--- config.mk ---
export PLATFORM = sky130hd
export DESIGN_NAME = fir_top
export DESIGN_NICKNAME = d
export VERILOG_FILES = /design/src/source/fir_pkg.sv /design/src/source/fir_block_buffer.sv /design/src/source/fir_filter.sv /design/src/source/fir_sum.sv /design/src/source/fir_tap_bank.sv /design/src/source/fir_top.sv /design/src/source/fir_wb_regs.sv
export VERILOG_INCLUDE_DIRS = /design/src /design/src/source
export SDC_FILE = /design/constraint.sdc
export NUM_CORES = 2
export LEC_CHECK = 0
export BUFFER_PORTS_ARGS = -buffer_cell sky130_fd_sc_hd__buf_2
export CORE_MARGIN = 2
export CORE_UTILIZATION = 59
export CTS_CLUSTER_SIZE = 14
export DETAILED_ROUTE_END_ITERATION = 10
export PLACE_DENSITY = 0.75
export SYNTH_ARGS = -nofsm -noshare
export SYNTH_HDL_FRONTEND = slang
export SYNTH_SLANG_ARGS = --single-unit
--- constraint.sdc ---
create_clock -name wb_clk_i -period 4.96 [get_ports wb_clk_i]
set_input_delay 0 -clock wb_clk_i [delete_from_list [all_inputs] [get_ports wb_clk_i]]
set_output_delay 0 -clock wb_clk_i [all_outputs]
set_load 0.005 [all_outputs]
--- src/source/fir_macros.svh ---
`ifndef FIR_MACROS_SVH
`define FIR_MACROS_SVH

// filter geometry
`define FIR_TAPS 8
`define FIR_BLOCK_LEN 32
`define FIR_DW 32

// fixed symmetric coefficients, tap 0 first
`define FIR_COEF_0 32'd1
`define FIR_COEF_1 32'd2
`define FIR_COEF_2 32'd3
`define FIR_COEF_3 32'd4
`define FIR_COEF_4 32'd4
`define FIR_COEF_5 32'd3
`define FIR_COEF_6 32'd2
`define FIR_COEF_7 32'd1

`endif

--- src/source/fir_pkg.sv ---
`default_nettype none

`include "fir_macros.svh"

package fir_pkg;

   // sample into the filter, or result out of it
   typedef struct packed {
      logic                 strobe;
      logic [`FIR_DW-1:0]   value;
   } fir_sample_t;

   // registered output of one tap bank
   typedef struct packed {
      logic                 valid;
      logic [`FIR_DW-1:0]   value;
   } fir_partial_t;

   // input buffer write from the register map
   typedef struct packed {
      logic                                strobe;
      logic [$clog2(`FIR_BLOCK_LEN)-1:0]   idx;
      logic [`FIR_DW-1:0]                  data;
   } fir_buf_req_t;

   typedef struct packed {
      logic start;
      logic irq_en;
   } fir_ctrl_t;

endpackage

`default_nettype wire

--- src/source/fir_block_buffer.sv ---
`timescale 1ns/1ps
`default_nettype none

`include "fir_macros.svh"

module fir_block_buffer (
   input  wire                                  wb_clk_i,
   input  wire                                  wb_rst_i,
   input  fir_pkg::fir_buf_req_t                buf_req_i,
   input  wire                                  start_i,
   input  wire [$clog2(`FIR_BLOCK_LEN)-1:0]     rd_idx_i,
   output logic [`FIR_DW-1:0]                   rd_data_o,
   output fir_pkg::fir_sample_t                 sample_o,
   input  fir_pkg::fir_sample_t                 result_i,
   output logic                                 done_o,
   output logic                                 busy_o
);

   localparam int IW = $clog2(`FIR_BLOCK_LEN);

   logic [`FIR_DW-1:0] in_mem  [`FIR_BLOCK_LEN];
   logic [`FIR_DW-1:0] out_mem [`FIR_BLOCK_LEN];

   logic [IW-1:0] rd_cnt;
   logic [IW-1:0] wr_cnt;
   logic          streaming;
   logic          start_ok;

   // a start while busy is dropped
   assign start_ok  = start_i & ~busy_o;
   assign rd_data_o = out_mem[rd_idx_i];

   always_ff @(posedge wb_clk_i) begin
      if (buf_req_i.strobe) begin
         in_mem[buf_req_i.idx] <= buf_req_i.data;
      end
      if (result_i.strobe && busy_o) begin
         out_mem[wr_cnt] <= result_i.value;
      end
   end

   // read side, sample 0 goes out with the start
   always_ff @(posedge wb_clk_i) begin
      if (wb_rst_i) begin
         rd_cnt          <= '0;
         streaming       <= 1'b0;
         sample_o.strobe <= 1'b0;
      end else if (start_ok) begin
         rd_cnt          <= IW'(1);
         streaming       <= 1'b1;
         sample_o.strobe <= 1'b1;
         sample_o.value  <= in_mem[0];
      end else if (streaming) begin
         rd_cnt          <= rd_cnt + 1'b1;
         sample_o.strobe <= 1'b1;
         sample_o.value  <= in_mem[rd_cnt];
         if (rd_cnt == IW'(`FIR_BLOCK_LEN - 1)) begin
            streaming <= 1'b0;
         end
      end else begin
         sample_o.strobe <= 1'b0;
      end
   end

   // write side and status
   always_ff @(posedge wb_clk_i) begin
      if (wb_rst_i) begin
         wr_cnt <= '0;
         busy_o <= 1'b0;
         done_o <= 1'b0;
      end else if (start_ok) begin
         wr_cnt <= '0;
         busy_o <= 1'b1;
         done_o <= 1'b0;
      end else if (result_i.strobe && busy_o) begin
         wr_cnt <= wr_cnt + 1'b1;
         if (wr_cnt == IW'(`FIR_BLOCK_LEN - 1)) begin
            busy_o <= 1'b0;
            done_o <= 1'b1;
         end
      end
   end

endmodule

`default_nettype wire

--- src/source/fir_filter.sv ---
`timescale 1ns/1ps
`default_nettype none

`include "fir_macros.svh"

module fir_filter (
   input  wire                     wb_clk_i,
   input  wire                     wb_rst_i,
   input  wire                     clear_i,
   input  fir_pkg::fir_sample_t    sample_i,
   output fir_pkg::fir_sample_t    result_o
);

   localparam int HALF = `FIR_TAPS / 2;

   // previous samples, hist[0] is the newest
   logic [`FIR_TAPS-2:0][`FIR_DW-1:0] hist;
   logic [`FIR_TAPS-1:0][`FIR_DW-1:0] taps;
   logic [HALF-1:0][`FIR_DW-1:0]      even_taps;
   logic [HALF-1:0][`FIR_DW-1:0]      odd_taps;

   fir_pkg::fir_partial_t even_part;
   fir_pkg::fir_partial_t odd_part;

   assign taps = {hist, sample_i.value};

   always_ff @(posedge wb_clk_i) begin
      if (wb_rst_i || clear_i) begin
         hist <= '0;
      end else if (sample_i.strobe) begin
         hist <= {hist[`FIR_TAPS-3:0], sample_i.value};
      end
   end

   // split history into the two phases
   for (genvar j = 0; j < HALF; j++) begin : g_split
      assign even_taps[j] = taps[2*j];
      assign odd_taps[j]  = taps[2*j+1];
   end

   fir_tap_bank #(.PHASE(0)) u_even (
      .wb_clk_i  (wb_clk_i),
      .wb_rst_i  (wb_rst_i),
      .taps_i    (even_taps),
      .strobe_i  (sample_i.strobe),
      .partial_o (even_part)
   );

   fir_tap_bank #(.PHASE(1)) u_odd (
      .wb_clk_i  (wb_clk_i),
      .wb_rst_i  (wb_rst_i),
      .taps_i    (odd_taps),
      .strobe_i  (sample_i.strobe),
      .partial_o (odd_part)
   );

   fir_sum u_sum (
      .wb_clk_i (wb_clk_i),
      .wb_rst_i (wb_rst_i),
      .even_i   (even_part),
      .odd_i    (odd_part),
      .result_o (result_o)
   );

endmodule

`default_nettype wire

--- src/source/fir_sum.sv ---
`timescale 1ns/1ps
`default_nettype none

`include "fir_macros.svh"

module fir_sum (
   input  wire                     wb_clk_i,
   input  wire                     wb_rst_i,
   input  fir_pkg::fir_partial_t   even_i,
   input  fir_pkg::fir_partial_t   odd_i,
   output fir_pkg::fir_sample_t    result_o
);

   // both banks run in lockstep
   always_ff @(posedge wb_clk_i) begin
      if (wb_rst_i) begin
         result_o.strobe <= 1'b0;
      end else begin
         result_o.strobe <= even_i.valid & odd_i.valid;
      end
      result_o.value <= even_i.value + odd_i.value;
   end

endmodule

`default_nettype wire

--- src/source/fir_tap_bank.sv ---
`timescale 1ns/1ps
`default_nettype none

`include "fir_macros.svh"

module fir_tap_bank #(
   parameter int PHASE = 0
) (
   input  wire                                      wb_clk_i,
   input  wire                                      wb_rst_i,
   input  wire [`FIR_TAPS/2-1:0][`FIR_DW-1:0]       taps_i,
   input  wire                                      strobe_i,
   output fir_pkg::fir_partial_t                    partial_o
);

   localparam logic [`FIR_DW-1:0] COEFS [`FIR_TAPS] = '{
      `FIR_COEF_0, `FIR_COEF_1, `FIR_COEF_2, `FIR_COEF_3,
      `FIR_COEF_4, `FIR_COEF_5, `FIR_COEF_6, `FIR_COEF_7
   };

   logic [`FIR_DW-1:0] acc;

   // products truncated to the data width
   always_comb begin
      acc = '0;
      for (int j = 0; j < `FIR_TAPS / 2; j++) begin
         acc = acc + `FIR_DW'(taps_i[j] * COEFS[2*j + PHASE]);
      end
   end

   always_ff @(posedge wb_clk_i) begin
      if (wb_rst_i) begin
         partial_o.valid <= 1'b0;
      end else begin
         partial_o.valid <= strobe_i;
      end
      partial_o.value <= acc;
   end

endmodule

`default_nettype wire

--- src/source/fir_top.sv ---
`timescale 1ns/1ps
`default_nettype none

`include "fir_macros.svh"

module fir_top (
   input  wire                  wb_clk_i,
   input  wire                  wb_rst_i,
   input  wire [31:0]           wb_adr_i,
   input  wire [`FIR_DW-1:0]    wb_dat_i,
   input  wire [3:0]            wb_sel_i,
   input  wire                  wb_we_i,
   input  wire                  wb_stb_i,
   input  wire                  wb_cyc_i,
   output logic [`FIR_DW-1:0]   wb_dat_o,
   output logic                 wb_ack_o,
   output logic                 wb_err_o,
   output logic                 int_o
);

   fir_pkg::fir_buf_req_t buf_req;
   fir_pkg::fir_ctrl_t    ctrl;
   fir_pkg::fir_sample_t  sample;
   fir_pkg::fir_sample_t  result;

   logic [$clog2(`FIR_BLOCK_LEN)-1:0] rd_idx;
   logic [`FIR_DW-1:0]                rd_data;
   logic                              done;
   logic                              busy;
   logic                              filter_clear;

   // only an accepted start wipes the delay line
   assign filter_clear = ctrl.start & ~busy;
   assign int_o        = done & ctrl.irq_en;

   fir_wb_regs u_regs (
      .wb_clk_i  (wb_clk_i),
      .wb_rst_i  (wb_rst_i),
      .wb_adr_i  (wb_adr_i),
      .wb_dat_i  (wb_dat_i),
      .wb_we_i   (wb_we_i),
      .wb_stb_i  (wb_stb_i),
      .wb_cyc_i  (wb_cyc_i),
      .wb_dat_o  (wb_dat_o),
      .wb_ack_o  (wb_ack_o),
      .wb_err_o  (wb_err_o),
      .buf_req_o (buf_req),
      .ctrl_o    (ctrl),
      .rd_idx_o  (rd_idx),
      .rd_data_i (rd_data),
      .done_i    (done),
      .busy_i    (busy)
   );

   fir_block_buffer u_buf (
      .wb_clk_i  (wb_clk_i),
      .wb_rst_i  (wb_rst_i),
      .buf_req_i (buf_req),
      .start_i   (ctrl.start),
      .rd_idx_i  (rd_idx),
      .rd_data_o (rd_data),
      .sample_o  (sample),
      .result_i  (result),
      .done_o    (done),
      .busy_o    (busy)
   );

   fir_filter u_filter (
      .wb_clk_i (wb_clk_i),
      .wb_rst_i (wb_rst_i),
      .clear_i  (filter_clear),
      .sample_i (sample),
      .result_o (result)
   );

endmodule

`default_nettype wire

--- src/source/fir_wb_regs.sv ---
`timescale 1ns/1ps
`default_nettype none

`include "fir_macros.svh"

module fir_wb_regs (
   input  wire                                  wb_clk_i,
   input  wire                                  wb_rst_i,
   input  wire [31:0]                           wb_adr_i,
   input  wire [`FIR_DW-1:0]                    wb_dat_i,
   input  wire                                  wb_we_i,
   input  wire                                  wb_stb_i,
   input  wire                                  wb_cyc_i,
   output logic [`FIR_DW-1:0]                   wb_dat_o,
   output logic                                 wb_ack_o,
   output logic                                 wb_err_o,
   output fir_pkg::fir_buf_req_t                buf_req_o,
   output fir_pkg::fir_ctrl_t                   ctrl_o,
   output logic [$clog2(`FIR_BLOCK_LEN)-1:0]    rd_idx_o,
   input  wire [`FIR_DW-1:0]                    rd_data_i,
   input  wire                                  done_i,
   input  wire                                  busy_i
);

   localparam int IW = $clog2(`FIR_BLOCK_LEN);

   logic [IW-1:0] in_addr;
   logic [IW-1:0] out_addr;
   logic          bus_wr;

   // single-cycle handshake, no wait states
   assign wb_ack_o = wb_cyc_i & wb_stb_i;
   assign wb_err_o = 1'b0;
   assign bus_wr   = wb_cyc_i & wb_stb_i & wb_we_i;
   assign rd_idx_o = out_addr;

   always_ff @(posedge wb_clk_i) begin
      if (wb_rst_i) begin
         in_addr          <= '0;
         out_addr         <= '0;
         ctrl_o           <= '0;
         buf_req_o.strobe <= 1'b0;
      end else begin
         // strobes last one cycle
         ctrl_o.start     <= 1'b0;
         buf_req_o.strobe <= 1'b0;
         if (bus_wr) begin
            case (wb_adr_i[5:2])
               4'd0: begin
                  ctrl_o.start  <= wb_dat_i[0];
                  ctrl_o.irq_en <= wb_dat_i[1];
               end
               4'd2: in_addr <= wb_dat_i[IW-1:0];
               4'd3: begin
                  buf_req_o.strobe <= 1'b1;
                  buf_req_o.idx    <= in_addr;
                  buf_req_o.data   <= wb_dat_i;
                  in_addr          <= in_addr + 1'b1;
               end
               4'd4: out_addr <= wb_dat_i[IW-1:0];
               default: ;
            endcase
         end
      end
   end

   always_comb begin
      case (wb_adr_i[5:2])
         4'd1:    wb_dat_o = {{(`FIR_DW-2){1'b0}}, busy_i, done_i};
         4'd2:    wb_dat_o = {{(`FIR_DW-IW){1'b0}}, in_addr};
         4'd4:    wb_dat_o = {{(`FIR_DW-IW){1'b0}}, out_addr};
         4'd5:    wb_dat_o = rd_data_i;
         default: wb_dat_o = '0;
      endcase
   end

endmodule

`default_nettype wire

==> impl.org <==
** Clock tree
- Clock-pin slew reported for the worst setup and hold paths after clock tree synthesis :: 0.06 ns
- TritonCTS built the clock tree.
- In this run the deepest clock path goes through 3 buffers.
- Number of post-CTS setup repair buffers :: 0
- The tree is rooted in a sky130_fd_sc_hd__clkbuf_16.
- Level count of the clock H-tree :: 4
- The later pin in the worst-skew pair is clocked with a latency of 0.86 ns.
- The clock drives 2471 sinks.
- Inserted Clock Buffers :: 232

** Floorplan
- For this design the top-level I/O count stands at 108.
- Die Y-Extent :: 419 um
- The die covers 176000 um2.
- Chip Width :: 419 um
- Initial Util :: 0.593
- Number of cell rows :: 152
- The region available for standard cell placement spans 171000 um2.

** STA
- The final count of pins violating max slew came to 0.
- In this run the tightest slew margin relative to its limit is 0.163.
- Setup total negative slack on the finished layout was measured at 0 ns.
- Final hold viol count :: 0
- At the pin with the least slew margin, the transition time is 1.25 ns.
- Setup violations remaining at the end of the flow were counted as 0.
- Setup repair after global routing left no endpoint under its margin.
- Timing would allow up to 219 MHz.
- Final worst-path cycle share :: 0.919
- The worst path meets setup with 0.403 ns of slack.
- The routed design could run at a clock period as short as 4.56 ns.
- On the final layout, the worst clock skew is 0.0372 ns.

** Global route
- Total GRT Usage :: 0.267
- For this run, global-route usage on met3 was measured as 0.0411.
- GR Overflow Total :: 0
- For met2 alone, demand over resource in global routing was 0.449.
- Busiest grt layer :: met2
- In the global route stage, met1 resource usage came out at 0.356.
- Vias in the first global route :: 52700
- Pin count of the biggest net entering global routing :: 231
- The initial antenna violation count is 6.
- The first global-routing pass estimated 342000 um of wire.

** Synthesis
- The Yosys step of the flow raised 0 warnings.
- The number of nets handed over by synthesis was 5921.
- Number of standard cells after synthesis :: 5570
- Fraction of the mapped netlist area in compound gates :: 0.0255
- Most common flop cell mapped by yosys :: sky130_fd_sc_hd__edfxtp_1
- Post-synth EDFFs :: 2117
- Mapped cell area :: 102000 um2
- Post-synthesis share of cell area spent on full adders, half adders and majority gates :: 0.0476
- Of the total synthesized cell area, the portion taken by XOR and XNOR cells is 0.00836.
- Of the post-synthesis cell area, the part taken by muxes is 0.164.
- For this run, the register share of the synthesized area comes to 0.696.
- The average instance in the mapped netlist occupies 18.2 um2.
- After synthesis, the largest family of logic cells by area is multiplexers.
- Share of async-settable or async-resettable flops after synthesis :: 0
- Of the total synthesized cell area, the portion taken by AND, OR, NAND and NOR gates is 0.0286.
- The number of different library cells used by synthesis comes to 63.
- Synthesized flop and latch total :: 2471

** Placed design
- Port buffering added 74 buffers.
- HPWL reported at the end of detailed placement :: 134000 um
- Final Wtd Congestion :: 0.830
- Worst-case setup slack after placement :: 0.410 ns

** Routing
- For this run, design rule violations remaining after detail routing come to 0.
- Number of vias after detailed routing :: 51800
- Vias per Instance :: 6.21
- Final routed wire length divided by cell count :: 27.6 um
- Number of violations reported at the end of detailed-routing iteration 0 :: 5581
- Once detail routing completed, the nets flagged for antenna violations numbered 0.
- The first detailed-routing pass took 6 iterations.
- The routed design has 230000 um of wire.

** Worst setup path
- The number of cells on the worst reg-to-reg path is 16.
- Worst path cell trace :: inv_1 > fa_1 > inv_1 > fa_1 > inv_1 > fa_1 > inv_1 > ha_1 > fa_1 > a211oi_1 > o21ai_1 > o2111ai_1 > a21oi_1 > o21bai_1 > and2_1 > o221ai_1
- Critical path's slowest cell :: sky130_fd_sc_hd__fa_1
- Maximum fanout encountered on the critical timing path :: 5
- Broken down by cell family, the worst path's largest delay share belongs to adder cells.
- Together, buffers and inverters on the worst path number 4.
- STA classifies the critical path startpoint as a flip-flop.
- STA puts the critical path data arrival time at 5.27 ns.
- At the worst endpoint, the required time is 5.68 ns.
- Stages on the worst setup path :: 16
- STA classifies the critical path endpoint as a flip-flop.
- Setup Crit Path Kind :: flip-flop to flip-flop
- For this run, the slowest stage of the critical path takes 0.50 ns.

** Finish
- Leading cell type in the layout, fill and taps excluded :: sky130_fd_sc_hd__edfxtp_1
- Count of inserted antenna diode cells :: 0
- Final standard cell utilization of the core :: 0.664
- Final nets :: 6166
- Area Overhead vs Synth :: 12.0%
- Commonest cells after routing, fill and taps aside :: sky130_fd_sc_hd__edfxtp_1 (2117), sky130_fd_sc_hd__mux4_2 (608), sky130_fd_sc_hd__inv_1 (487)
- Of the cells placed in the final design, the portion with a size suffix greater than 1 is 0.204.

** Pwr
- VDD sags by at most 0.429 mV.
- Leakage :: 37.3 nW
- Power spread over the standard cell area amounts to 354 nW/um2.

** Status
- The flow ran to the end, and the final reports show no timing, DRC or antenna violations.

** Hold path
- Path type of the worst min-delay path :: input pin to flip-flop
- Counting instances, the worst hold path has a depth of 2.

** Flow run
- # Max-Cap Violations :: 0
## registers in the layout, indices dropped and copies added, names as in the netlist, 32 cells and up, named ones only
| signal | count |
|---|---|
| u_filter.even_taps | 96 |
| u_filter.hist | 128 |
| u_buf.sample_o | 33 |
| u_buf.out_mem | 1024 |
| u_filter.u_sum.result_o | 33 |
| u_filter.u_odd.partial_o | 32 |
| u_regs.buf_req_o | 38 |
| u_filter.u_even.partial_o | 33 |
| u_buf.in_mem | 1024 |
## power breakdown
group	total (mW)	internal, mW	switching (mW)	leakage (nW)
clock	17.8	10.2	7.65	3.73
sequential	22.3	22.2	0.0207	21.9
combinational	0.212	0.102	0.110	11.7
## synth_stat cells (all sizes together), types with 80 or more instances
master | number | share of area
nor2 | 413 | 0.015
clkbuf | 150 | 0.0055
edfxtp | 2117 | 0.63
mux2i | 300 | 0.030
ha | 97 | 0.012
fa | 181 | 0.036
nand2 | 80 | 0.0030
inv | 487 | 0.018
dfxtp | 354 | 0.070
buf | 111 | 0.0064
a21oi | 157 | 0.0077
mux4 | 608 | 0.13
## stage by stage
stage                     std cells  hold WS, ns  power (mW)  area (um2)
final                          8330        0.116        40.3      114000
after global routing           8330       0.0821        41.2      114000
after CTS                      8330       0.0406        40.5      114000
after detailed placement       7810        0.178        22.9      105000
after global placement         7810        0.177        22.9      105000
after floorplan                5570       0.0989        22.8      102000
## layer usage
layer | share of wire | vias to the layer above | routed length (um)
met4 | 0.036 | 8 | 8360
met5 | 0.00020 | - | 47
met3 | 0.072 | 455 | 16600
met2 | 0.51 | 2367 | 117000
li1 | - | 21900 | -
met1 | 0.38 | 27000 | 87700
## path summary, 6_finish.rpt
kind | slack, ns | end | startpoint
setup / recovery | 0.40 | u_filter.u_even.partial_o[31] | u_filter.even_taps[34]
hold / removal | 0.12 | u_regs.buf_req_o[0] | wb_dat_i[0]
setup reg to reg | 0.40 | u_filter.u_even.partial_o[31] | u_filter.even_taps[34]
hold reg to reg | 0.48 | u_filter.u_sum.result_o[32] | u_filter.u_even.partial_o[32]
## timing repair
| action | in CTS | in global routing |
|---|---|---|
| setup endpoints to repair | 0 | 0 |
| endpoints found under the hold margin | 59 | 0 |
| resized for setup | 0 | 0 |
| hold buffers | 81 | 0 |
## cell type report
class	instances	area, um2
inverter	487	1830
clock inverter	122	1310
timing repair buffer	272	2310
tap	2310	2890
clock buffer	317	6350
fill	10900	57600
sequential	2471	70700
multi-input combinational	2351	28400
## cells by family after synthesis
group	count (synthesis)
xor+xnor	97
flops	2471
buf+inv	748
mux	909
other cells	1
simple gates	661
compound gates	405
fa+ha+maj	278
Power figures use the tool's default switching activity.
